File: src/verilog/soc_map_pkg.sv
/*
  Address map of the system bus.
  Holds the device indices, the region base addresses and the region
  size of the peripherals. The RAM region size is the memory_size
  parameter of the top level.
*/

`default_nettype none

package soc_map_pkg;

  // --------------------------------------------------------------------------
  // Device indices
  // --------------------------------------------------------------------------

  localparam int unsigned num_devices = 3;

  localparam int unsigned dev_ram    = 0;
  localparam int unsigned dev_mtimer = 1;
  localparam int unsigned dev_gpio   = 2;

  typedef logic [1:0] dev_index_t;

  // --------------------------------------------------------------------------
  // Region base addresses
  // --------------------------------------------------------------------------

  localparam logic [31:0] ram_base    = 32'h0000_0000;
  localparam logic [31:0] mtimer_base = 32'h8001_0000;
  localparam logic [31:0] gpio_base   = 32'h8002_0000;

  // Timer and GPIO share one region size
  localparam int unsigned periph_region_size = 32;

  // Register offset inside a peripheral region
  typedef logic [4:0] periph_offset_t;

endpackage

`default_nettype wire
File: src/verilog/bus_pkg.sv
/*
  Bus records passed between the address decoder, the devices and
  the response stage, plus the byte-strobe helpers every device uses
  to merge a partial write into a stored word.
*/

`default_nettype none

package bus_pkg;

  // Request from the manager
  typedef struct packed {
    logic [31:0] address;
    logic [31:0] write_data;
    logic [3:0]  write_strobe;
    logic        read_request;
    logic        write_request;
  } bus_req_t;

  // Request as seen by a single device, address relative to its base
  typedef struct packed {
    logic [31:0] offset;
    logic [31:0] write_data;
    logic [3:0]  write_strobe;
    logic        read_pulse;
    logic        write_pulse;
  } dev_req_t;

  typedef struct packed {
    logic [31:0] read_data;
    logic        read_response;
    logic        write_response;
  } bus_rsp_t;

  // Decoder record of the request one cycle back
  typedef struct packed {
    logic                    read_pending;
    logic                    write_pending;
    logic                    hit;
    soc_map_pkg::dev_index_t dev_index;
  } bus_route_t;

  function automatic logic [31:0] strobe_mask(input logic [3:0] strobe);
    logic [31:0] mask;
    for (int i = 0; i < 4; i++) begin
      mask[8*i +: 8] = {8{strobe[i]}};
    end
    return mask;
  endfunction

  // Bytes with a strobe take the new data, the rest keep the old word
  function automatic logic [31:0] merge_bytes(input logic [31:0] old_word,
                                              input logic [31:0] new_word,
                                              input logic [3:0]  strobe);
    logic [31:0] mask;
    mask = strobe_mask(strobe);
    return (old_word & ~mask) | (new_word & mask);
  endfunction

endpackage

`default_nettype wire

File: src/verilog/bus_result.sv
/*
  Result stage of a bus transaction.
  Passes the addressed device's response to the manager. When the
  last request matched no region, it answers on its own with read
  data zero so the manager is never left waiting.
*/

`timescale 1ns/1ps
`default_nettype none

module bus_result (
  input  wire bus_pkg::bus_route_t  route_i,
  input  wire bus_pkg::bus_rsp_t    ram_rsp_i,
  input  wire bus_pkg::bus_rsp_t    mtimer_rsp_i,
  input  wire bus_pkg::bus_rsp_t    gpio_rsp_i,
  output bus_pkg::bus_rsp_t         bus_rsp_o
);

  bus_pkg::bus_rsp_t dev_rsp [soc_map_pkg::num_devices];

  assign dev_rsp[soc_map_pkg::dev_ram]    = ram_rsp_i;
  assign dev_rsp[soc_map_pkg::dev_mtimer] = mtimer_rsp_i;
  assign dev_rsp[soc_map_pkg::dev_gpio]   = gpio_rsp_i;

  always_comb begin
    if (route_i.hit) begin
      bus_rsp_o = dev_rsp[route_i.dev_index];
    end else begin
      // Unmapped access, answer in the same cycle a device would
      bus_rsp_o.read_data      = '0;
      bus_rsp_o.read_response  = route_i.read_pending;
      bus_rsp_o.write_response = route_i.write_pending;
    end
  end

endmodule

`default_nettype wire

File: config.mk
export PLATFORM = sky130hd
export DESIGN_NAME = bus_result
export DESIGN_NICKNAME = d
export VERILOG_FILES = /design/src/verilog/soc_map_pkg.sv /design/src/verilog/bus_pkg.sv /design/src/verilog/bus_result.sv
export SDC_FILE = /design/constraint.sdc
export NUM_CORES = 1
export LEC_CHECK = 0
export BUFFER_PORTS_ARGS = -buffer_cell sky130_fd_sc_hd__buf_2
export CORE_MARGIN = 2
export CORE_UTILIZATION = 31
export DETAILED_ROUTE_END_ITERATION = 10
export PLACE_DENSITY = 0.81
export SYNTH_ARGS = -nofsm -noshare
export SYNTH_HDL_FRONTEND = slang
export SYNTH_SLANG_ARGS = --single-unit
File: constraint.sdc
create_clock -name vclk -period 0.8
set_input_delay 0.08 -clock vclk [all_inputs]
set_output_delay 0.08 -clock vclk [all_outputs]
set_load 0.005 [all_outputs]
==> key figures <==
Timing
  – RSZ-0062 raised after global routing: yes
  – Final period utilization: 129%
  – Max-Slew Margin vs Limit: 90.3%
  – Fin. Hold Viols: 0
  – Endpoints failing setup: 34
  – Final Max Slew Viols: 0
  – Worst slew pin tran: 0.141 ns
  – Fmax: 0.973 GHz
  – Final setup margin: -0.228 ns
  – Min Clock Period, post-route: 1.03 ns

Floorplan
  – Total core area: 3390 um2
  – Starting density of the core: 32.9%
  – Chip height: 64.0 um
  – Boundary pin count: 141
  – Total Die Area: 4090 um2
  – # rows: 21
  – DIE WIDTH: 64.0 um

Worst setup path
  – Crit path launch type: input port
  – Critical Path AT: 0.95 ns
  – Setup crit end kind: primary output
  – CP max FO: 7
  – Critical path required time: 0.72 ns
  – WS Path Type: input port to primary output

Pwr
  – Cell leakage power: 1.11 nW
  – Overall power: 0.982 mW
  – Pwr per Cell Area: 483 nW/um2
  – Peak supply drop: 0.233 mV

Routing
  – DRC violations left: 0
  – Via density: 4.78
  – Initial DRC Count: 58
  – DR vias: 1619
  – Wire per inst: 11.8 um
  – First-pass iteration count of the detailed router: 4
  – Antenna Nets Post-Route: 0
  – Final WL: 4000 um

Clocking
  – CTS hold repair buffers: 0
  – Post-CTS Setup Inserts: 0

Place
  – I/O Buffers: 141
  – DP HPWL: 2970 um
  – GPL Wtd Cong: 0.697
  – Placed cells: 334

Final layout
  – Layout cells sized above 1: 53.9%
  – Net count, final: 402
  – Reg area: 0 um2
  – Antenna diode count: 0
  – Seq Cell Count: 0
  – Layout clock buffers: 0
  – Area grow syn2layout: 82.5%
  – Fin cells: 339

Logic synthesis
  – Mapped Nets: 263
  – Cell count after synthesis: 156
  – Synth warnings: 0
  – Post-synth cell types: 15
  – Post-synthesis sequential area ratio: 0%
  – Syn avg cell area: 7.15 um2
  – Syn Std Cell Area: 1110 um2

Hold path
  – Hold Path Depth: 4
  – Worst min-delay path class: input port to primary output
  – HP Start: mtimer_rsp_i[0]
  – Min-Delay Endpoint: bus_rsp_o[0]

GRT
  – Initial antenna violation count: 0
  – First-pass GRT wire length: 6130 um
  – Vias in the first global route: 1443
  – Final global-route overflow total: 0
  – All-layer global routing usage: 17.6%
  – Largest net degree at the start of global routing: 30

Outcome
  – Failing checks: setup timing
  – Status: finished, violations left

Run
  – Max Cap Viol: 0
==> placed cells by master (no fill, tap or decap), types with 2 or more instances in the layout <==
master,synthesis,routed
mux2i_2,0,3
buf_2,6,139
nand3b_1,32,32
buf_4,0,2
and2_1,32,32
buf_6,1,2
o21ai_1,32,32
a31oi_1,2,2
nor2_1,2,2
or2_0,2,2
buf_12,2,5
mux2i_1,34,31
buf_16,0,4
nand2_1,2,2
==> through the flow <==
| stage | cell area (um2) | hold slack, ns | util [%] | setup TNS (ns) | worst slack (ns) |
|---|---|---|---|---|---|
| 2_1_floorplan | 1120 | 0.270 | - | -0.158 | -0.0108 |
| 3_3_place_gp | 1860 | 0.490 | 54.9 | -8.18 | -0.277 |
| 3_5_place_dp | 1860 | 0.489 | 54.9 | -8.62 | -0.296 |
| 4_1_cts | 1990 | 0.489 | 58.8 | -6.37 | -0.237 |
| 5_1_grt | 2030 | 0.514 | 60.0 | -7.61 | -0.278 |
| 6_report | 2030 | 0.487 | 60.0 | -5.54 | -0.228 |
==> worst max-delay path: stages <==
cell and delay, ns:
buf_12 0.13, buf_12 0.14, mux2i_1 0.11, or2_0 0.19, a31oi_1 0.16, buf_2 0.13
==> cells by family after synthesis <==
kind of cell	count (synthesis)	share of synthesized area (%)
compound gates	34	15.5
buf+inv	17	11.4
simple gates	71	42.5
mux	34	30.5
==> how the worst max path moves through the flow <==
| stage | from | endpoint | slack [ns] | cells after the start |
|---|---|---|---|---|
| global placement | route_i[1] | bus_rsp_o[4] | -0.28 | 6 |
| CTS | route_i[1] | bus_rsp_o[0] | -0.24 | 6 |
| finish | route_i[1] | bus_rsp_o[0] | -0.23 | 6 |
| floorplan | route_i[1] | bus_rsp_o[23] | -0.01 | 5 |
| detailed placement | route_i[1] | bus_rsp_o[6] | -0.30 | 6 |
| global route | route_i[1] | bus_rsp_o[0] | -0.28 | 6 |
==> synthesized netlist by cell type <==
master         number  area, um2
nor2_1              2       7.51
nor2b_1             1       6.26
buf_8               1       15.0
nand2_1             2       7.51
buf_12              2       40.0
nand3b_1           32        240
mux2i_1            34        340
a31oi_1             2       12.5
and2_1             32        200
buf_6               1       11.3
o21ai_1            32        160
dlygate4sd1_1       1       8.76
clkbuf_1            6       22.5
or2_0               2       12.5
buf_2               6       30.0
==> layer usage <==
layer	wire, um	global-route usage (%)
met5	0	0
met4	0	0
met3	324	1.94
met2	2160	36.7
met1	1520	19.6
==> repair_timing <==
| action | CTS | global route |
|---|---|---|
| gates cloned | 4 | 1 |
| pin swaps | 13 | 1 |
| endpoints found under the setup margin | 34 | 34 |
| gates resized for setup | 8 | 7 |
==> cell type report <==
type,instances,area (um2)
fillers,333,1360
multi-input cells,139,1000
repair buffers,154,976
well taps,46,57.6
==> power breakdown <==
group	internal, mW	switching [mW]
sequential	0	0
combinational	0.600	0.382
clock	0	0
total	0.600	0.382
Note: power is estimated with default switching activity, not from simulation.
