--- src/verilog/soc_map_pkg.sv ---
/*
  Address map of the system bus.
  Holds the device indices, the region base addresses and the region
  size of the peripherals. The RAM region size is the memory_size
  parameter of the top level.
*/

`default_nettype none

package soc_map_pkg;

  // --------------------------------------------------------------------------
  // Device indices
  // --------------------------------------------------------------------------

  localparam int unsigned num_devices = 3;

  localparam int unsigned dev_ram    = 0;
  localparam int unsigned dev_mtimer = 1;
  localparam int unsigned dev_gpio   = 2;

  typedef logic [1:0] dev_index_t;

  // --------------------------------------------------------------------------
  // Region base addresses
  // --------------------------------------------------------------------------

  localparam logic [31:0] ram_base    = 32'h0000_0000;
  localparam logic [31:0] mtimer_base = 32'h8001_0000;
  localparam logic [31:0] gpio_base   = 32'h8002_0000;

  // Timer and GPIO share one region size
  localparam int unsigned periph_region_size = 32;

  // Register offset inside a peripheral region
  typedef logic [4:0] periph_offset_t;

endpackage

`default_nettype wire
--- src/verilog/bus_pkg.sv ---
/*
  Bus records passed between the address decoder, the devices and
  the response stage, plus the byte-strobe helpers every device uses
  to merge a partial write into a stored word.
*/

`default_nettype none

package bus_pkg;

  // Request from the manager
  typedef struct packed {
    logic [31:0] address;
    logic [31:0] write_data;
    logic [3:0]  write_strobe;
    logic        read_request;
    logic        write_request;
  } bus_req_t;

  // Request as seen by a single device, address relative to its base
  typedef struct packed {
    logic [31:0] offset;
    logic [31:0] write_data;
    logic [3:0]  write_strobe;
    logic        read_pulse;
    logic        write_pulse;
  } dev_req_t;

  typedef struct packed {
    logic [31:0] read_data;
    logic        read_response;
    logic        write_response;
  } bus_rsp_t;

  // Decoder record of the request one cycle back
  typedef struct packed {
    logic                    read_pending;
    logic                    write_pending;
    logic                    hit;
    soc_map_pkg::dev_index_t dev_index;
  } bus_route_t;

  function automatic logic [31:0] strobe_mask(input logic [3:0] strobe);
    logic [31:0] mask;
    for (int i = 0; i < 4; i++) begin
      mask[8*i +: 8] = {8{strobe[i]}};
    end
    return mask;
  endfunction

  // Bytes with a strobe take the new data, the rest keep the old word
  function automatic logic [31:0] merge_bytes(input logic [31:0] old_word,
                                              input logic [31:0] new_word,
                                              input logic [3:0]  strobe);
    logic [31:0] mask;
    mask = strobe_mask(strobe);
    return (old_word & ~mask) | (new_word & mask);
  endfunction

endpackage

`default_nettype wire

--- src/verilog/gpio_device.sv ---
/*
  GPIO block on the system bus.
  Output-enable and output registers are read/write; set and clear
  offsets flip only the bits written as one. Pin inputs pass through
  a two-stage synchronizer before they can be read.
*/

`timescale 1ns/1ps
`default_nettype none

module gpio_device #(
  parameter int unsigned gpio_width = 2
) (
  input  wire                     clock,
  input  wire                     reset,
  input  wire bus_pkg::dev_req_t  req_i,
  output bus_pkg::bus_rsp_t       rsp_o,
  input  wire [gpio_width-1:0]    gpio_input_i,
  output logic [gpio_width-1:0]   gpio_oe_o,
  output logic [gpio_width-1:0]   gpio_output_o
);

  localparam soc_map_pkg::periph_offset_t reg_input  = 5'd0;
  localparam soc_map_pkg::periph_offset_t reg_oe     = 5'd4;
  localparam soc_map_pkg::periph_offset_t reg_output = 5'd8;
  localparam soc_map_pkg::periph_offset_t reg_set    = 5'd12;
  localparam soc_map_pkg::periph_offset_t reg_clear  = 5'd16;

  soc_map_pkg::periph_offset_t reg_offset;
  logic [gpio_width-1:0] input_meta;
  logic [gpio_width-1:0] input_sync;
  logic [31:0]           read_value;
  logic [31:0]           write_merge;
  logic [gpio_width-1:0] write_ones;
  logic [31:0]           read_data_q;
  logic                  read_rsp_q;
  logic                  write_rsp_q;

  assign reg_offset = req_i.offset[4:0];

  always_comb begin
    read_value = '0;
    case (reg_offset)
      reg_input:  read_value[gpio_width-1:0] = input_sync;
      reg_oe:     read_value[gpio_width-1:0] = gpio_oe_o;
      reg_output: read_value[gpio_width-1:0] = gpio_output_o;
      default:    read_value = '0;
    endcase
  end

  assign write_merge = bus_pkg::merge_bytes(read_value, req_i.write_data,
                                            req_i.write_strobe);

  // Set and clear act on strobed bytes only
  assign write_ones = gpio_width'(req_i.write_data &
                                  bus_pkg::strobe_mask(req_i.write_strobe));

  always_ff @(posedge clock or posedge reset) begin
    if (reset) begin
      input_meta    <= '0;
      input_sync    <= '0;
      gpio_oe_o     <= '0;
      gpio_output_o <= '0;
      read_rsp_q    <= 1'b0;
      write_rsp_q   <= 1'b0;
    end else begin
      input_meta  <= gpio_input_i;
      input_sync  <= input_meta;
      read_rsp_q  <= req_i.read_pulse;
      write_rsp_q <= req_i.write_pulse;
      if (req_i.write_pulse) begin
        case (reg_offset)
          reg_oe:     gpio_oe_o     <= write_merge[gpio_width-1:0];
          reg_output: gpio_output_o <= write_merge[gpio_width-1:0];
          reg_set:    gpio_output_o <= gpio_output_o | write_ones;
          reg_clear:  gpio_output_o <= gpio_output_o & ~write_ones;
          default:    ;
        endcase
      end
    end
  end

  always_ff @(posedge clock) begin
    if (req_i.read_pulse) begin
      read_data_q <= read_value;
    end
  end

  assign rsp_o = '{read_data:      read_data_q,
                   read_response:  read_rsp_q,
                   write_response: write_rsp_q};

endmodule

`default_nettype wire

--- config.mk ---
export PLATFORM = sky130hd
export DESIGN_NAME = gpio_device
export DESIGN_NICKNAME = d
export VERILOG_FILES = /design/src/verilog/soc_map_pkg.sv /design/src/verilog/bus_pkg.sv /design/src/verilog/gpio_device.sv
export SDC_FILE = /design/constraint.sdc
export NUM_CORES = 1
export LEC_CHECK = 0
export CAP_MARGIN = 0
export CORE_AREA = 2 2 44 46
export DETAILED_ROUTE_END_ITERATION = 7
export DIE_AREA = 0 0 46 48
export DONT_BUFFER_PORTS = 1
export GPL_TIMING_DRIVEN = 1
export PLACE_DENSITY = 0.71
export RECOVER_POWER = 50
export SLEW_MARGIN = 15
export SYNTH_ARGS = -nofsm -noshare
export SYNTH_HDL_FRONTEND = slang
export SYNTH_SLANG_ARGS = --single-unit
--- constraint.sdc ---
create_clock -name clock -period 4.4 [get_ports clock]
set_input_delay 0.44 -clock clock [delete_from_list [all_inputs] [get_ports clock]]
set_output_delay 0.44 -clock clock [all_outputs]
set_load 0.005 [all_outputs]
==> results of run 1 <==
==> per-stage QoR <==
| stage | cells | worst slack (ns) |
|---|---|---|
| 2_1_floorplan | 110 | 2.79 |
| 3_3_place_gp | 94 | 2.79 |
| 3_5_place_dp | 94 | 2.77 |
| 4_1_cts | 98 | 2.84 |
| 5_1_grt | 98 | 2.78 |
| 6_report | 98 | 2.85 |
==> layout make-up <==
type,instances,share of cell area
clock inverters,1,0.00528
clock buffers,3,0.0317
inverters,1,0.00528
multi-input cells,64,0.491
flip-flops and latches,12,0.437
well taps,17,0.0299
==> placed cells by master (no fill, tap or decap), drive strengths merged, types with 2 or more instances in the layout <==
cell / count
edfxtp: 2
o21ai: 4
nand2: 4
a221o: 2
and4b: 3
dfrtp: 10
mux2: 2
mux2i: 2
conb: 30
nor2: 2
or3: 2
nor3: 3
clkbuf: 3
and2: 4
==> sequential cells by signal (all words and copies together), names as in the netlist <==
register       count
input_sync         2
gpio_oe_o          2
read_rsp_q         1
write_rsp_q        1
read_data_q        2
input_meta         2
gpio_output_o      2
==> how the worst min path moves through the flow <==
stage                     start                       end  slack [ns]  cells after the start
after global routing      reset   input_meta[0]$_DFF_PP0_        0.04                      1
final                     reset  gpio_oe_o[0]$_DFFE_PP0P_        0.02                      1
after global placement    reset   input_meta[0]$_DFF_PP0_        0.32                      1
after floorplan           reset  gpio_oe_o[0]$_DFFE_PP0P_        0.28                      1
after detailed placement  reset   input_meta[1]$_DFF_PP0_        0.33                      1
after CTS                 reset  gpio_oe_o[0]$_DFFE_PP0P_        0.03                      1
==> metal layers <==
metal	part of all wire	global-route usage
met2	0.48	0.181
met5	0	0
met1	0.35	0.117
met3	0.16	0.0604
met4	0.0090	0.0629
==> power by group through the flow <==
| stage | sequential, mW | clock [mW] | combinational [mW] |
|---|---|---|---|
| after floorplan | 0.132 | 0 | 0.0436 |
| after global placement | 0.136 | 0 | 0.0232 |
| after detailed placement | 0.136 | 0 | 0.0235 |
| after CTS | 0.134 | 0.0726 | 0.0236 |
| after global routing | 0.135 | 0.0794 | 0.0281 |
| final | 0.133 | 0.0699 | 0.0239 |
==> kinds of logic (layout without fill, tap and decap cells) <==
logic type	after synthesis	in the layout	synth area share
buf+inv	34	5	0.317
simple gates	23	23	0.180
flops	12	12	0.385
compound gates	6	6	0.0497
mux	4	4	0.0528
other cells	1	30	0.00465
xor+xnor	1	1	0.0109
==> worst max-delay path, cell delays in order (launching register included) <==
cell and delay [ns]:
dfrtp_1 0.43, mux2i_1 0.19, nor3_1 0.06, or3_1 0.40, a221o_1 0.35
==> summary by stage, run 1 <==
Setup path
The critical path ends at gpio_output_o[1]$_DFFE_PP0P_. The endpoint kind of the worst setup timing path is a register. The critical path starts at gpio_output_o[1]$_DFFE_PP0P_. The reg-to-reg critical path startpoint is gpio_output_o[1]$_DFFE_PP0P_. The capture instance of the worst register-to-register path is gpio_output_o[1]$_DFFE_PP0P_.

The maximum net fanout on the critical path is 3. The worst setup path is launched from a register. For the worst setup path, the data arrival time is 1.71 ns. The setup check on the worst reg-to-reg path leaves a slack of 2.85 ns. The worst register-to-register path has a depth of 4. At the worst endpoint, the required time is 4.56 ns.

The category of the most critical setup path is reg -> reg.

GRT
The sum of overflow across all layers after global routing is 0. The initial antenna violation count is 0. The total global-route track usage is 0.112. The first global-routing pass estimated 1710 um of wire. Entering global routing, the biggest net connects 11 pins. The via count of the first global-routing pass is 408.

Synth
Ranked by instance count, the synthesized netlist is headed by 32 x buf_4, 10 x dfrtp_1, 4 x nand2_1, 4 x o21ai_0, 3 x nor3_1. The area share of the largest cell type after synthesis is 0.311. The largest total area in the synthesized netlist belongs to dfrtp_1.

For this run, the register share of the synthesized area comes to 0.385. After synthesis, the mean cell area works out to 9.95 um2. After technology mapping, the gate count stands at 81. After synthesis, the netlist uses 24 different library cells. The number of enable flip-flop cells after synthesis is 2. In this run, synthesis produced a sequential element count of 12. By instance count, the leading cell after synthesis is buf_4. For this run, asynchronously set or reset flops after synthesis account for 0.833. The most used flip-flop cell after synthesis is dfrtp_1. The area of the mapped netlist is 806 um2. The warning count from the yosys run is 0. Yosys attributes the largest share of cell area to dfrtp_1 31%, buf_4 30%, edfxtp_1 7.5%.

STA
The accumulated negative setup slack is 0 ns. The final-report hold violation count is 0. Dividing the final minimum period by the clock period gives 0.352.

The final worst clock skew is 0.00401 ns. Static timing analysis puts the maximum clock frequency at 0.645 GHz. After layout, the minimum clock period comes to 1.55 ns. Setup violations remaining at the end of the flow were counted as 0. The smallest hold slack is 0.0154 ns. The number of pins exceeding their max-slew limit in the final report was 0. Setup repair after global routing left no endpoint under its margin.

Clock tree
TritonCTS built the clock tree. After clock tree synthesis, the setup repair step added 0 buffers. CTS saw 12 sinks.

In this run the number of H-tree levels came out at 1. The buffer cell driving the clock tree root is clkbuf_4. After clock tree synthesis, the repair step resized 0 gates. The clock buffer count from CTS is 3. After clock tree synthesis, the clock-pin slew on the worst setup and hold paths is 0.08 ns. At the later pin of the worst-skew pair, clock insertion delay measures 0.27 ns. No sink is reached through more buffers than the 2 on the longest clock path.

The number of hold-repair buffers added at the cts stage is 0.

Route
After detailed routing, the average wire length per cell comes to 12.4 um. After the first detailed-routing iteration, the DRC count stood at 9. Using the TritonRoute via totals, the vias-per-cell ratio works out to 4.84. After detailed routing, the total wire length is 1220 um. Summing over every cut layer, the via total after detailed routing is 474. The count of nets left with antenna violations once routing finished came out at 0.

The post-detailed-route DRC marker count is 0. The number of detailed-routing iterations run before antenna repair is 4.

Final layout
The combined area of the multi-input logic cells is 349 um2. The fraction of layout instances using a drive strength above 1 is 0.111. Measured on the finished design, the core utilization comes to 0.421. The area growth from synthesis to layout is -11.8%. After routing the design area is 711 um2.

The count of nets after finishing is 156. The fill cell instance count of the final layout is 169. 0 antenna diodes ended up in the layout. The area taken by flip-flops and latches is 310 um2.

Placement
The count of buffers from port buffering is 0. Summing all placed instances gives a cell area of 684 um2. The half-perimeter wire length of the detailed placement result is 998 um. The congestion estimate from routability-driven global placement came to 0.817.

Floorplanning
The floorplan step defined a die boundary enclosing 2210 um2. The chip height is 48 um. The horizontal extent of the die is 46 um. For this configuration, the core starts out at a cell density of 0.477.

The core region is 1690 um2. Row generation in the floorplan step produced 15 rows. The total I/O pin count is 112.

Power
The total power per unit cell area is 319 nW/um2. Summed over all cells, the static leakage comes to 0.358 nW. Internal power comes to 166 uW. The net switching component of the power is 60.7 uW. After layout, the design draws a total of 227 uW.

Of the total power, the share spent switching nets is 0.268. The combinational power share is 0.105. Of the total power, the clock network draws 0.308. VDD sags by at most 198 uV. Of the total power, registers draw 0.587.

Worst hold path
The path class of the lowest-slack min-delay path is in -> async.

Flow run
Max-cap violations in this run came to 0.

Outcome
The flow ran to the end, and the final reports show no timing, DRC or antenna violations.
(Power assumes the default switching activity.)
==> run 2: changes to the inputs <==
- CORE_AREA: 2 2 44 46 -> 2 2 43 45
- DIE_AREA: 0 0 46 48 -> 0 0 45 47
- PLACE_DENSITY: 0.71 -> 0.76
- clock period: 4.4 -> 1.3 ns (I/O delays scaled with it)
==> run 2 against run 1 <==
  * The flow now finishes with violations (negative setup slack)
  * Cell count increased by 11%
  * Combinational power increased to 6.9 times the previous value
  * Setup slack got worse by 3.0 ns
  * Critical endpoint is now gpio_output_o[0]$_DFFE_PP0P_
  * Via count increased by 11%
  * Largest power group unchanged
  * Sequential cell count unchanged
  * Wire length increased by 15%
==> summary by stage, run 2 (synthesis results as in run 1) <==
Placement
The count of buffers from port buffering is 0 (unchanged). The final weighted congestion in routability-driven placement is 0.771 (-5.6%). The instance count after placement with tap cells included came to 98 (+4.3%). The half-perimeter wire length of the detailed placement result came to 1040 um (+4.1%).

Final layout
The number of antenna repair diodes is 0 (unchanged). The library cells used most frequently in the layout, excluding fill and tap cells, are 30 x conb_1, 10 x dfrtp_1, 6 x buf_4. The layout-stage area growth over the synthesis result is 1.24%. The fraction of layout instances using a drive strength above 1 is 0.185 (+0.0737). The final cell count without fillers came to 109 (+11%). Leaving out fill and tap cells, the most frequent cell in the layout is conb_1.

The count of nets after finishing is 167 (+7.1%).

GRT
The sum of overflow across all layers after global routing is 0 (unchanged). The maximum number of pins on one net before global-route repair is 11 (unchanged). The via count of the first global-routing pass was 459 (+13%). The first-pass GRT wire length was 2050 um (+20%). The total global-route track usage is 0.137 (+0.0247). The initial antenna violation count is 0 (unchanged).

STA
Setup repair after global routing could not meet its margin everywhere. The number of pins exceeding their max-slew limit in the final report came to 0 (unchanged). The final worst clock skew came to 0.0115 ns (+0.00750 ns). The final critical delay including setup and external delays is 1.43 ns (-0.118 ns). The accumulated negative setup slack is -0.355 ns (-0.355 ns).

The final-report setup violation count was 4 (+4). The smallest hold slack is 0.122 ns (+0.106 ns). The post-layout worst setup margin was -0.133 ns (-2.98 ns). The highest clock rate is 0.698 GHz (+8.2%). The final cycle utilization of the critical path was 1.10 (+0.750).

The final-report hold violation count is 0 (unchanged).

Route
The DRC marker count from the first detailed-route iteration is 11 (+2). The total routed wirelength is 1400 um (+15%). The via count normalized by instance count came to 4.83 (-0.23%).

The number of vias after detailed routing came to 526 (+11%). The average routed wire per standard cell is 12.8 um (+3.1%). The number of detailed-routing iterations run before antenna repair is 4 (unchanged).

The number of nets with antenna violations after detailed routing is 0 (unchanged). The post-detailed-route DRC marker count is 0 (unchanged).

Clock tree
The clock tree buffer depth is 2 (unchanged). The clock insertion delay at the later pin of the skew report is 0.27 ns (about the same). The clock-pin transition on the worst setup and hold timing paths is 0.07 ns (about the same). The CTS tree is yes. The clock buffer count from CTS is 3 (unchanged). The buffer cell driving the clock tree root is clkbuf_4.

The number of sinks handled by clock tree synthesis is 12 (unchanged). The level count of the clock H-tree came to 1 (unchanged).

Floorplanning
The chip height is 47 um (-2.1%). The standard cell core area is 1650 um2 (-2.2%). The horizontal extent of the die is 45 um (-2.2%). The effective utilization at floorplan is 0.488 (+0.0108).

The number of cell rows is 15 (unchanged). The total I/O pin count is 112 (unchanged). The area of the die is 2120 um2 (-4.2%).

Outcome
The run finished, with violations left. The final reports fail on negative setup slack.

Setup path
The signal on the critical path passes through mux2i_1 -> nor3_1 -> or3_4 -> a221o_1. The endpoint kind of the worst setup timing path is a register. The data arrival time at the worst-slack endpoint is 1.59 ns (-0.12 ns).

The maximum net fanout on the critical path is 2 (-1). The longest individual stage delay on the worst path is 0.38 ns (-0.05 ns). For this design, the slowest cell found on the critical path is dfrtp_1. The critical path required time is 1.45 ns (-3.11 ns). STA classifies the critical path startpoint as a register. The setup path with the least slack is of type reg -> reg.

Worst hold path
The path class of the lowest-slack min-delay path is in -> reg.

Power
The total power per unit cell area is 1010 nW/um2 (+220%). The cell leakage power is 0.407 nW (+14%). The maximum VDD drop is 956 uV (+380%).

Flow run
The max capacitance violation total is 0 (unchanged).
[run 2: changes by cell type in the layout (fill, tap and decap cells not counted)]
| cell | before | now |
|---|---|---|
| buf_4 | 0 | 6 |
| clkbuf_1 | 0 | 1 |
| clkinv_1 | 1 | 0 |
| dlygate4sd3_1 | 0 | 5 |
| or3_1 | 2 | 0 |
| or3_4 | 0 | 2 |
[run 2: power breakdown]
group	internal (mW)	leakage (nW)	switching, mW
clock network	0.118	0.0150	0.109
registers	0.417	0.143	0.0172
logic	0.0849	0.249	0.0789
total	0.620	0.407	0.205
[run 2: worst paths after layout]
check / from / end / slack [ns] / cells past startpoint
min in group asynchronous: reset / read_rsp_q$_DFF_PP0_ / 0.28 / 2
setup / recovery: gpio_output_o[0]$_DFFE_PP0P_ / gpio_output_o[0]$_DFFE_PP0P_ / -0.13 / 4
max in group asynchronous: reset / input_sync[1]$_DFF_PP0_ / 0.74 / 2
hold reg to reg: input_meta[0]$_DFF_PP0_ / input_sync[0]$_DFF_PP0_ / 0.35 / 0
hold / removal: req_i[0] / gpio_oe_o[1]$_DFFE_PP0P_ / 0.12 / 2
setup reg to reg: gpio_output_o[0]$_DFFE_PP0P_ / gpio_output_o[0]$_DFFE_PP0P_ / -0.13 / 4
[run 2: what timing repair did]
item / 4_1_cts / 5_1_grt
buffers inserted: 1 / 1
gates resized for setup: 2 / 0
hold buffers: 5 / 0
endpoints found under the setup margin: 4 / 4
hold endpoints to repair: 16 / 0
[run 2: layout make-up]
cell class | instances | area [um2]
clock buffers | 4 | 26.3
fillers | 153 | 836
inverters | 1 | 3.75
multi-input cells | 64 | 359
flip-flops and latches | 12 | 310
well taps | 17 | 21.3
repair buffers | 11 | 95.1
[run 2: layer usage]
metal / up-vias / wire, um / global-route usage / part of all wire
li1: 235 / - / - / -
met1: 245 / 457 / 0.144 / 0.33
met2: 46 / 673 / 0.234 / 0.48
met3: 0 / 265 / 0.104 / 0.19
met4: 0 / 0 / 0 / 0
met5: - / 0 / 0 / 0
[run 2: critical path: cells and delay by family, from the launching register on]
kind | cells | cell delay, ns
simple gates | 2 | 0.41
flops | 1 | 0.38
compound gates | 1 | 0.32
mux | 1 | 0.20
[run 2: stage by stage]
| step | setup WS, ns | total power, mW | utilization | area [um2] |
|---|---|---|---|---|
| CTS | -0.117 | 0.826 | 0.489 | 808 |
| detailed placement | -0.143 | 0.573 | 0.433 | 714 |
| finish | -0.133 | 0.825 | 0.494 | 816 |
| global placement | -0.118 | 0.571 | 0.433 | 714 |
| global route | -0.205 | 0.884 | 0.494 | 816 |
| floorplan | -0.101 | 0.593 | - | 915 |
