File: src/verilog/soc_map_pkg.sv
/*
  Address map of the system bus.
  Holds the device indices, the region base addresses and the region
  size of the peripherals. The RAM region size is the memory_size
  parameter of the top level.
*/

`default_nettype none

package soc_map_pkg;

  // --------------------------------------------------------------------------
  // Device indices
  // --------------------------------------------------------------------------

  localparam int unsigned num_devices = 3;

  localparam int unsigned dev_ram    = 0;
  localparam int unsigned dev_mtimer = 1;
  localparam int unsigned dev_gpio   = 2;

  typedef logic [1:0] dev_index_t;

  // --------------------------------------------------------------------------
  // Region base addresses
  // --------------------------------------------------------------------------

  localparam logic [31:0] ram_base    = 32'h0000_0000;
  localparam logic [31:0] mtimer_base = 32'h8001_0000;
  localparam logic [31:0] gpio_base   = 32'h8002_0000;

  // Timer and GPIO share one region size
  localparam int unsigned periph_region_size = 32;

  // Register offset inside a peripheral region
  typedef logic [4:0] periph_offset_t;

endpackage

`default_nettype wire
File: src/verilog/bus_pkg.sv
/*
  Bus records passed between the address decoder, the devices and
  the response stage, plus the byte-strobe helpers every device uses
  to merge a partial write into a stored word.
*/

`default_nettype none

package bus_pkg;

  // Request from the manager
  typedef struct packed {
    logic [31:0] address;
    logic [31:0] write_data;
    logic [3:0]  write_strobe;
    logic        read_request;
    logic        write_request;
  } bus_req_t;

  // Request as seen by a single device, address relative to its base
  typedef struct packed {
    logic [31:0] offset;
    logic [31:0] write_data;
    logic [3:0]  write_strobe;
    logic        read_pulse;
    logic        write_pulse;
  } dev_req_t;

  typedef struct packed {
    logic [31:0] read_data;
    logic        read_response;
    logic        write_response;
  } bus_rsp_t;

  // Decoder record of the request one cycle back
  typedef struct packed {
    logic                    read_pending;
    logic                    write_pending;
    logic                    hit;
    soc_map_pkg::dev_index_t dev_index;
  } bus_route_t;

  function automatic logic [31:0] strobe_mask(input logic [3:0] strobe);
    logic [31:0] mask;
    for (int i = 0; i < 4; i++) begin
      mask[8*i +: 8] = {8{strobe[i]}};
    end
    return mask;
  endfunction

  // Bytes with a strobe take the new data, the rest keep the old word
  function automatic logic [31:0] merge_bytes(input logic [31:0] old_word,
                                              input logic [31:0] new_word,
                                              input logic [3:0]  strobe);
    logic [31:0] mask;
    mask = strobe_mask(strobe);
    return (old_word & ~mask) | (new_word & mask);
  endfunction

endpackage

`default_nettype wire

File: src/verilog/mtimer_device.sv
/*
  RISC-V machine timer on the system bus.
  A 64-bit mtime counts clocks while bit 0 of the control register is
  set. irq_timer_o is a registered level, high while counting is on
  and mtime has reached mtimecmp. Both 64-bit registers are accessed
  as two 32-bit words.
*/

`timescale 1ns/1ps
`default_nettype none

module mtimer_device (
  input  wire                     clock,
  input  wire                     reset,
  input  wire bus_pkg::dev_req_t  req_i,
  output bus_pkg::bus_rsp_t       rsp_o,
  output logic                    irq_timer_o
);

  localparam soc_map_pkg::periph_offset_t reg_control  = 5'd0;
  localparam soc_map_pkg::periph_offset_t reg_mtime_lo = 5'd4;
  localparam soc_map_pkg::periph_offset_t reg_mtime_hi = 5'd8;
  localparam soc_map_pkg::periph_offset_t reg_cmp_lo   = 5'd12;
  localparam soc_map_pkg::periph_offset_t reg_cmp_hi   = 5'd16;

  soc_map_pkg::periph_offset_t reg_offset;
  logic        count_enable;
  logic [63:0] mtime;
  logic [63:0] mtimecmp;
  logic [31:0] read_value;
  logic [31:0] write_merge;
  logic        write_hit;
  logic [31:0] read_data_q;
  logic        read_rsp_q;
  logic        write_rsp_q;

  assign reg_offset = req_i.offset[4:0];
  assign write_hit  = req_i.write_pulse;

  always_comb begin
    case (reg_offset)
      reg_control:  read_value = {31'b0, count_enable};
      reg_mtime_lo: read_value = mtime[31:0];
      reg_mtime_hi: read_value = mtime[63:32];
      reg_cmp_lo:   read_value = mtimecmp[31:0];
      reg_cmp_hi:   read_value = mtimecmp[63:32];
      default:      read_value = '0;
    endcase
  end

  // Partial writes keep the unstrobed bytes of the addressed word
  assign write_merge = bus_pkg::merge_bytes(read_value, req_i.write_data,
                                            req_i.write_strobe);

  always_ff @(posedge clock or posedge reset) begin
    if (reset) begin
      count_enable <= 1'b0;
      mtime        <= '0;
      mtimecmp     <= '1;
      irq_timer_o  <= 1'b0;
      read_rsp_q   <= 1'b0;
      write_rsp_q  <= 1'b0;
    end else begin
      read_rsp_q  <= req_i.read_pulse;
      write_rsp_q <= req_i.write_pulse;

      if (write_hit && reg_offset == reg_control) begin
        count_enable <= write_merge[0];
      end

      // A bus write to mtime takes priority over the count
      if (write_hit && reg_offset == reg_mtime_lo) begin
        mtime[31:0] <= write_merge;
      end else if (write_hit && reg_offset == reg_mtime_hi) begin
        mtime[63:32] <= write_merge;
      end else if (count_enable) begin
        mtime <= mtime + 64'd1;
      end

      if (write_hit && reg_offset == reg_cmp_lo) begin
        mtimecmp[31:0] <= write_merge;
      end
      if (write_hit && reg_offset == reg_cmp_hi) begin
        mtimecmp[63:32] <= write_merge;
      end

      irq_timer_o <= count_enable && (mtime >= mtimecmp);
    end
  end

  always_ff @(posedge clock) begin
    if (req_i.read_pulse) begin
      read_data_q <= read_value;
    end
  end

  assign rsp_o = '{read_data:      read_data_q,
                   read_response:  read_rsp_q,
                   write_response: write_rsp_q};

endmodule

`default_nettype wire

File: config.mk
export PLATFORM = sky130hd
export DESIGN_NAME = mtimer_device
export DESIGN_NICKNAME = d
export VERILOG_FILES = /design/src/verilog/soc_map_pkg.sv /design/src/verilog/bus_pkg.sv /design/src/verilog/mtimer_device.sv
export SDC_FILE = /design/constraint.sdc
export NUM_CORES = 1
export LEC_CHECK = 0
export BUFFER_PORTS_ARGS = -buffer_cell sky130_fd_sc_hd__buf_4
export CORE_AREA = 2 2 188 153
export CTS_BUF_LIST = sky130_fd_sc_hd__clkbuf_8
export DETAILED_ROUTE_END_ITERATION = 6
export DIE_AREA = 0 0 190 155
export GPL_ROUTABILITY_DRIVEN = 0
export PLACE_DENSITY_LB_ADDON = 0.12
export SETUP_SLACK_MARGIN = 0.5
export SLEW_MARGIN = 20
export SYNTH_ARGS = -nofsm -noshare
export SYNTH_HDL_FRONTEND = slang
export SYNTH_SLANG_ARGS = --single-unit
File: constraint.sdc
create_clock -name clock -period 10.7 [get_ports clock]
set_clock_uncertainty 0.05 [all_clocks]
set_input_delay 1.605 -clock clock [delete_from_list [all_inputs] [get_ports clock]]
set_output_delay 1.605 -clock clock [all_outputs]
set_load 0.1 [all_outputs]
==> flow_summary.yaml, run 1 <==
status:
  status: "finished, final reports clean"
synth:
  netlist_instances: 1164
  syn_area_mm2: 0.0104
  synth_area_leader_cell: "dfrtp_1"
  syn-num-nets: 1301
  synth_top_area_share_pct: 16.4
  synth_area_leaders: "dfrtp_1 (16%), dfstp_2 (16%), edfxtp_1 (9.3%), ha_1 (7.8%), nand3_1 (6.5%)"
  synth_common_cells: "nand2_1 (147), nand3_1 (135), o21ai_0 (100), inv_1 (71), dfrtp_1 (68)"
  synth_edf_count: 32
  netlist-cell-type-count: 67
  syn_avg_cell_area_um2: 8.92
  synth_ff_type: "dfrtp_1"
  async_reset_ff_share_pct: 80.5
  yosysMostFrequentCell: "nand2_1"
  yosys_warnings: 0
  synth-seq-cells: 164
  yosysSeqAreaShare_pct: 41.8
placed_design:
  placed_cell_area_mm2: 0.0114
  dp_slack_ns: 5.91
  post-dp-hpwl_mm: 23.2
  place_inst: 1561
  port_buffers: 79
timing:
  period_share_pct: 40.8
  fin_setup_tns_ns: 0
  hold_ws_ns: 0.440
  tightestPinTransition_ns: 1.08
  fmax_ghz: 0.229
  relSlewSlack_pct: 27.3
  finalSetupViolCount: 0
  worst_slack_ns: 6.33
  hold_viol: 0
  period_minus_slack_ns: 4.37
  drv_slew: 0
  rsz0062_at_grt: "no"
clocking:
  clk_latency_ns: 0.50
  cts_made_buffers: 17
  cts_setup_buffers: 0
  clk_root_buffer_cell: "clkbuf_8"
  ctsResizeCount: 0
  cts_sinks: 164
  htree_levels: 4
  cts_tree: "done"
  cts_buffer_depth: 2
  cts_hold_buf: 0
  clk_pin_slew_ns: 0.09
final_layout:
  diodes: 0
  final_layout_size_suffix_gt1_share_pct: 18.6
  finish.utilization_pct: 42.3
  fin_area_mm2: 0.0117
  syn_to_final_growth_pct: 13.1
  fin_nets: 1347
  final_cells: 1593
pwr:
  power_switching_mw: 0.743
  finalPower_mw: 1.89
  p_int_mw: 1.15
  clock_power_share_pct: 24.3
  p_leak_nw: 4.73
  power_frac_comb_pct: 28.6
  peakVddDrop_mv: 0.0812
  swShare_pct: 39.3
  powerDensity_mw_per_mm2: 161
  sequentialPowerShare_pct: 47.2
flow_run:
  maxCapViolCount: 0
global_routing:
  grt_pass1_wl_mm: 51.8
  grt_pass1_vias: 8607
  antenna_found_initial: 0
  grt_max_degree: 78
  gr-usage-all-layers_pct: 23.2
  grt_overflow: 0
worst_setup_path:
  rrSetupSlack_ns: 7.45
  r2r_start: "mtime[26]"
  start_kind: "input pin"
  crit_fanout: 53
  rr_endpoint: "mtime[49]"
  critPathKind: "in2reg"
  worstPathRequired_ns: 11.08
  worst-r2r-cell-count: 6
  arrival_ns: 4.74
  end_kind: "flop"
floorplan:
  num_io_pins: 107
  fp.dieArea_mm2: 0.0295
  start_util_pct: 37.4
  rows: 55
  die_y_um: 155
  die_width_um: 190
  core_mm2: 0.0277
detailed_routing:
  wl_per_cell_um: 20.9
  vias: 9125
  first_pass_iters: 5
  drc: 0
  drt_iter0_drc: 648
  totalWireLength_mm: 33.3
  drt-vias-per-instance: 5.73
  ant_nets: 0
worst_hold_path:
  whs_path_depth: 2
  hp-class: "reg2reg"
  min_to: "mtimecmp[16]"
  min_from: "mtimecmp[16]"
==> cells in the final DEF, fill, tap and decap left out, types with 5 or more instances in the layout <==
| cell | instances |
|---|---|
| nand2_1 | 144 |
| nand3_1 | 134 |
| o21ai_0 | 100 |
| buf_4 | 94 |
| inv_1 | 72 |
| dfrtp_1 | 68 |
| ha_1 | 65 |
| dfstp_2 | 64 |
| nand4_1 | 59 |
| a21oi_1 | 49 |
| mux2i_1 | 47 |
| nor2_1 | 39 |
| edfxtp_1 | 32 |
| xnor2_1 | 20 |
| clkbuf_8 | 18 |
| nor3_1 | 16 |
| and3_1 | 14 |
| mux2_2 | 14 |
| nor4_1 | 13 |
| and2_1 | 10 |
| and4_1 | 10 |
| xor2_1 | 10 |
| a21o_1 | 9 |
| o211ai_1 | 7 |
| a211oi_1 | 6 |
| nand2b_1 | 5 |
| a221oi_1 | 5 |
| inv_6 | 5 |
==> worst max path at each step <==
stage | from | to | cells past startpoint | slack, ns
2_1_floorplan | reset | count_enable | 1 | 5.62
3_3_place_gp | req_i[42] | mtime[41] | 8 | 5.93
3_5_place_dp | req_i[42] | mtime[41] | 8 | 5.91
4_1_cts | req_i[42] | mtime[41] | 8 | 6.44
5_1_grt | req_i[42] | mtime[41] | 8 | 6.23
6_report | req_i[42] | mtime[41] | 8 | 6.33
==> metal layers <==
layer	wire length (um)	GRT usage, %	vias to the layer above	share of wire (%)
met5	0	0	-	0
li1	-	-	4346	-
met4	446	5.91	0	1.3
met1	15900	34.1	4447	48
met2	14600	34.7	299	44
met3	2350	4.80	33	7.0
==> critical path, stage by stage <==
cell and delay (ns):
buf_4 0.38, nor2b_4 0.06, buf_4 0.32, and3_1 0.57, nor3_1 1.00, nand3_1 0.34
o32a_1 0.37, nand3_1 0.07
==> power groups by stage <==
stage / clock network, mW / registers [mW] / logic (mW)
5_1_grt: 0.498 / 0.908 / 0.608
4_1_cts: 0.470 / 0.890 / 0.540
3_5_place_dp: 0 / 0.901 / 0.537
6_report: 0.459 / 0.892 / 0.541
2_1_floorplan: 0 / 0.904 / 0.336
3_3_place_gp: 0 / 0.900 / 0.529
==> registers in the layout, summed over array words and instances (netlist names) <==
name	cells
mtimecmp	64
mtime	64
write_rsp_q	1
read_rsp_q	1
read_data_q	32
count_enable	1
irq_timer_o	1
==> cells by family (layout without fill, tap and decap cells) <==
logic type,after synthesis,in the layout,synth area share (%)
AND/OR/NAND/NOR,478,478,23.2
flip-flops,164,164,41.8
adder cells (fa/ha/maj),65,65,7.83
buffers and inverters,139,198,5.13
multiplexers,61,61,6.05
XOR/XNOR,30,30,2.53
AO/OA/AOI/OAI,227,227,13.4
==> cell type report <==
| type | instances | area (um^2) |
|---|---|---|
| flip-flops and latches | 164 | 4340 |
| clock inverters | 14 | 129 |
| fillers | 2787 | 16000 |
| repair buffers | 95 | 717 |
| well taps | 370 | 463 |
| multi-input cells | 861 | 5570 |
| inverters | 71 | 272 |
| clock buffers | 18 | 248 |
No activity file was read; power rests on OpenSTA's default activity.
==> run 2, diff against run 1 <==
--- a/config.mk
+++ b/config.mk
@@ -5,11 +5,12 @@
 export SDC_FILE = /design/constraint.sdc
 export NUM_CORES = 1
 export LEC_CHECK = 0
+export ABC_AREA = 1
 export BUFFER_PORTS_ARGS = -buffer_cell sky130_fd_sc_hd__buf_4
-export CORE_AREA = 2 2 188 153
+export CORE_AREA = 2 2 201 163
 export CTS_BUF_LIST = sky130_fd_sc_hd__clkbuf_8
 export DETAILED_ROUTE_END_ITERATION = 6
-export DIE_AREA = 0 0 190 155
+export DIE_AREA = 0 0 203 165
 export GPL_ROUTABILITY_DRIVEN = 0
 export PLACE_DENSITY_LB_ADDON = 0.12
 export SETUP_SLACK_MARGIN = 0.5
==> constraint.sdc (replaced) <==
create_clock -name clock -period 4.39 [get_ports clock]
set_clock_uncertainty 0.05 [all_clocks]
set_input_delay 0.6585 -clock clock [delete_from_list [all_inputs] [get_ports clock]]
set_output_delay 0.6585 -clock clock [all_outputs]
set_load 0.1 [all_outputs]
==> flow_summary.yaml, run 2 <==
status:
  status: "finished, final reports clean"
floorplan:
  die_width_um: 203
  core_mm2: 0.0313
  num_io_pins: 107
  fp.dieArea_mm2: 0.0335
  start_util_pct: 37.9
  rows: 58
  die_y_um: 165
pwr:
  finalPower_mw: 5.79
  powerDensity_mw_per_mm2: 438
  peakVddDrop_mv: 0.208
  p_leak_nw: 5.87
worst_setup_path:
  crit_fanout: 33
  path_buf_inv: 3
  start_kind: "input pin"
  crit_chain: "buf_4, inv_2, nor2_4, nand4_4, nand2_4, inv_2, nor2_4, nand2_1, nand2_1, o21bai_1"
  worstPathRequired_ns: 4.75
  cp_slowest_cell: "nand4_4"
  end_kind: "flop"
  arrival_ns: 3.38
  critPathKind: "in2reg"
  crit_family: "simple AND/OR/NAND/NOR gates"
  crit_path_max_incr_delay_ns: 0.56
clocking:
  clk_root_buffer_cell: "clkbuf_8"
  cts_sinks: 164
  ctsResizeCount: 0
  clk_pin_slew_ns: 0.10
  cts_setup_buffers: 0
  clk_latency_ns: 0.50
  htree_levels: 4
  cts_hold_buf: 0
  cts_buffer_depth: 2
  cts_made_buffers: 17
  cts_tree: "done"
synth:
  netlist_instances: 1714
  synth_common_cells: "nand2_1 (511), inv_1 (195), nor2_1 (182), nand3_1 (161), o21ai_0 (109)"
  yosys_warnings: 0
  yosysSeqAreaShare_pct: 36.7
  synth_area_leaders: "nand2_1 (16%), dfrtp_1 (14%), dfstp_2 (14%), edfxtp_1 (8.1%), ha_1 (6.9%)"
  synth_edf_count: 32
  netlist-cell-type-count: 39
  synth_top_area_share_pct: 16.2
  async_reset_ff_share_pct: 80.5
  syn-num-nets: 1851
  syn_avg_cell_area_um2: 6.91
  syn_area_mm2: 0.0119
  synth_ff_type: "dfrtp_1"
  synth_area_leader_cell: "nand2_1"
  synth-seq-cells: 164
  yosysMostFrequentCell: "nand2_1"
timing:
  drv_slew: 0
  period_share_pct: 68.9
  period_minus_slack_ns: 3.02
  fin_setup_tns_ns: 0
  finalSetupViolCount: 0
  hold_viol: 0
  rsz0062_at_grt: "no"
  tightestPinTransition_ns: 0.939
  worst_slack_ns: 1.37
  fmax_ghz: 0.331
  relSlewSlack_pct: 37.3
global_routing:
  antenna_found_initial: 0
  gr-usage-all-layers_pct: 26.2
  grt_pass1_wl_mm: 65.7
  grt_max_degree: 65
  grt_pass1_vias: 10949
  grt_overflow: 0
detailed_routing:
  drt_iter0_drc: 1138
  drc: 0
  first_pass_iters: 6
  totalWireLength_mm: 42.5
  ant_nets: 0
  drt-vias-per-instance: 5.27
  vias: 11622
  wl_per_cell_um: 19.3
final_layout:
  mostFrequentLayoutCells: "nand2_1 (509), inv_1 (194), nor2_1 (182), nand3_1 (161), o21ai_0 (109)"
  syn_to_final_growth_pct: 11.6
  fin_nets: 1908
  diodes: 0
  final_layout_size_suffix_gt1_share_pct: 12.9
  finish.utilization_pct: 42.3
  reg_top3: "mtime x64, mtimecmp x64, read_data_q x32"
  final_common_cell: "nand2_1"
placed_design:
  port_buffers: 79
  dp_slack_ns: 0.924
  post-dp-hpwl_mm: 32.1
flow_run:
  maxCapViolCount: 0
worst_hold_path:
  hp-class: "in2async"
==> run 2: stage by stage <==
stage	std cells	hold WS, ns	instance area (um^2)
floorplan	1714	0.402	11900
global placement	2172	0.409	12800
detailed placement	2172	0.415	12800
CTS	2204	0.257	13200
global route	2204	0.269	13200
finish	2204	0.250	13200
==> run 2: final cells by class <==
type | count | area, um^2
clock buffers | 19 | 262
clock inverters | 13 | 133
fillers | 3277 | 18000
inverters | 201 | 758
multi-input cells | 1292 | 6480
flip-flops and latches | 164 | 4340
well taps | 420 | 526
repair buffers | 95 | 726
==> run 2: cell families (layout without fill, tap and decap cells) <==
kind of cell | after synthesis | count (layout) | share of synthesized area (%)
simple gates | 975 | 975 | 35.8
buf+inv | 258 | 328 | 8.72
mux | 1 | 1 | 0.0845
xor+xnor | 25 | 25 | 1.85
compound gates | 226 | 226 | 10.0
fa+ha+maj | 65 | 65 | 6.86
flops | 164 | 164 | 36.7
==> run 2: path summary, 6_finish.rpt <==
path                         startpoint      endpoint  slack, ns  cells after the start
max                           req_i[41]     mtime[13]       1.37                     10
min                               reset     mtime[11]       0.25                      2
max reg2reg                mtimecmp[15]   irq_timer_o       1.90                     10
min reg2reg                mtimecmp[30]  mtimecmp[30]       0.43                      2
max in group asynchronous         reset  mtimecmp[58]       3.05                      3
min in group clock             req_i[0]   write_rsp_q       0.28                      1
==> run 2: metal layers <==
metal | GRT usage, % | up-vias | share of wire [%]
li1 | - | 5687 | -
met1 | 38.3 | 5432 | 49
met2 | 37.9 | 438 | 41
met3 | 5.94 | 65 | 7.6
met4 | 8.49 | 0 | 2.7
met5 | 0 | - | 0
==> run 2: power by group <==
| part | internal, mW | switching (mW) |
|---|---|---|
| Combinational | 0.743 | 1.42 |
| Clock | 0.533 | 0.649 |
| Sequential | 1.93 | 0.522 |
==> run 3, diff against run 2 <==
--- a/config.mk
+++ b/config.mk
@@ -5,12 +5,12 @@
 export SDC_FILE = /design/constraint.sdc
 export NUM_CORES = 1
 export LEC_CHECK = 0
-export ABC_AREA = 1
+export ABC_AREA = 0
 export BUFFER_PORTS_ARGS = -buffer_cell sky130_fd_sc_hd__buf_4
-export CORE_AREA = 2 2 201 163
+export CORE_AREA = 2 2 188 153
 export CTS_BUF_LIST = sky130_fd_sc_hd__clkbuf_8
 export DETAILED_ROUTE_END_ITERATION = 6
-export DIE_AREA = 0 0 203 165
+export DIE_AREA = 0 0 190 155
 export GPL_ROUTABILITY_DRIVEN = 0
 export PLACE_DENSITY_LB_ADDON = 0.12
 export SETUP_SLACK_MARGIN = 0.5
==> constraint.sdc (replaced) <==
create_clock -name clock -period 2.9 [get_ports clock]
set_clock_uncertainty 0.05 [all_clocks]
set_input_delay 0.435 -clock clock [delete_from_list [all_inputs] [get_ports clock]]
set_output_delay 0.435 -clock clock [all_outputs]
set_load 0.1 [all_outputs]
==> flow_summary.yaml, run 3 (synthesis results as in run 1) <==
timing:
  fmax_ghz: 0.416
  finalSetupViolCount: 0
  hold_viol: 0
  rsz0062_at_grt: "yes"
  relSlewSlack_pct: 43.4
  tightestPinTransition_ns: 0.849
  drv_slew: 0
  hold_ws_ns: 0.0659
  fin_setup_tns_ns: 0
  period_minus_slack_ns: 2.40
  period_share_pct: 82.8
status:
  status: "finished, final reports clean"
global_routing:
  grt_pass1_vias: 9149
  gr-usage-all-layers_pct: 24.6
  grt_max_degree: 133
  grt_overflow: 0
  antenna_found_initial: 0
  grt_pass1_wl_mm: 54.9
flow_run:
  maxCapViolCount: 0
pwr:
  power_switching_mw: 2.87
  clock_power_share_pct: 21.7
  power_frac_comb_pct: 35.5
  sequentialPowerShare_pct: 42.8
  powerDensity_mw_per_mm2: 581
  finalPower_mw: 7.36
  p_int_mw: 4.49
  swShare_pct: 39.0
  p_leak_nw: 5.19
  peakVddDrop_mv: 0.297
worst_setup_path:
  crit_fanout: 3
  end_kind: "flop"
  rrSetupSlack_ns: 0.50
  crit_start: "mtime[36]"
  arrival_ns: 2.72
  r2r_start: "mtime[36]"
  rr_endpoint: "mtime[63]"
  critPathKind: "reg2reg"
  start_kind: "flop"
  worstPathRequired_ns: 3.21
  worst-r2r-cell-count: 5
detailed_routing:
  wl_per_cell_um: 20.8
  vias: 9457
  drt_iter0_drc: 708
  ant_nets: 0
  drc: 0
  first_pass_iters: 5
  totalWireLength_mm: 35.1
  drt-vias-per-instance: 5.60
floorplan:
  rows: 55
  die_width_um: 190
  fp.dieArea_mm2: 0.0295
  num_io_pins: 107
  core_mm2: 0.0277
  die_y_um: 155
  start_util_pct: 37.4
final_layout:
  mostFrequentLayoutCells: "buf_4 (187), nand2_1 (144), nand3_1 (131), o21ai_0 (99), inv_1 (71)"
  syn_to_final_growth_pct: 21.9
  fin_nets: 1442
  reg_top3: "mtime x64, mtimecmp x64, read_data_q x32"
  final_common_cell: "buf_4"
  finish.utilization_pct: 45.6
  diodes: 0
  final_layout_size_suffix_gt1_share_pct: 28.6
clocking:
  clk_latency_ns: 0.49
  htree_levels: 4
  cts_hold_buf: 0
  clk_pin_slew_ns: 0.10
  cts_sinks: 164
  cts_made_buffers: 17
  clk_root_buffer_cell: "clkbuf_8"
  cts_buffer_depth: 2
  cts_tree: "done"
placed_design:
  port_buffers: 79
  post-dp-hpwl_mm: 25.5
worst_hold_path:
  hp-class: "in2async"
==> run 3: cell types whose count changed in the layout (fill, tap and decap cells not counted), sizes merged, moves of 15 or more <==
cell,previous run,this run
and3,0,15
inv,201,74
nor2,192,40
nor4,0,16
nand2,512,147
buf,95,190
nand3,164,135
mux2i,1,47
o21ai,167,101
==> run 3: critical path, cell delays in order, from the launching register on <==
cell and delay, ns:
dfrtp_2 0.40, nand4_4 0.12, or4_4 0.51, or4_4 0.55, o311a_1 0.30, or3_1 0.35
==> run 3: per-stage QoR <==
step	cell area, um^2	std cells	worst slack [ns]
floorplan	10400	1164	0.541
global placement	11800	1620	0.305
detailed placement	11800	1620	0.296
CTS	12500	1681	0.501
global route	12700	1688	0.425
finish	12700	1688	0.497
==> run 3: worst max path at each step <==
| stage | endpoint | slack (ns) | cells after the start |
|---|---|---|---|
| 2_1_floorplan | mtime[63] | 0.54 | 5 |
| 3_3_place_gp | irq_timer_o | 0.30 | 8 |
| 3_5_place_dp | mtime[20] | 0.30 | 9 |
| 4_1_cts | irq_timer_o | 0.50 | 8 |
| 5_1_grt | irq_timer_o | 0.42 | 9 |
| 6_report | mtime[63] | 0.50 | 5 |
==> run 3: power by group through the flow <==
| stage | clock network, mW | logic (mW) | registers [mW] |
|---|---|---|---|
| floorplan | 0 | 1.24 | 3.34 |
| global placement | 0 | 2.22 | 3.22 |
| detailed placement | 0 | 2.24 | 3.23 |
| CTS | 1.65 | 2.48 | 3.13 |
| global route | 1.75 | 2.89 | 3.21 |
| finish | 1.59 | 2.61 | 3.15 |
==> run 3: timing repair <==
action,CTS,global route
resized for setup,41,16
pin swaps,6,15
setup endpoints to repair,11,14
setup buffers,29,7
gates cloned,0,0
endpoints found under the hold margin,0,0
==> run 3: per-layer routing <==
layer	global-route usage, %	share of wire (%)	up-vias
li1	-	-	4528
met1	37.3	50	4617
met2	35.6	42	270
met3	5.05	5.7	42
met4	6.13	1.5	0
met5	0	0	-
==> run 3: final cells by class <==
type	count	area, um^2
inverters	71	270
repair buffers	190	1460
clock buffers	19	262
fillers	2682	15100
multi-input cells	861	5720
clock inverters	13	101
flip-flops and latches	164	4380
well taps	370	463
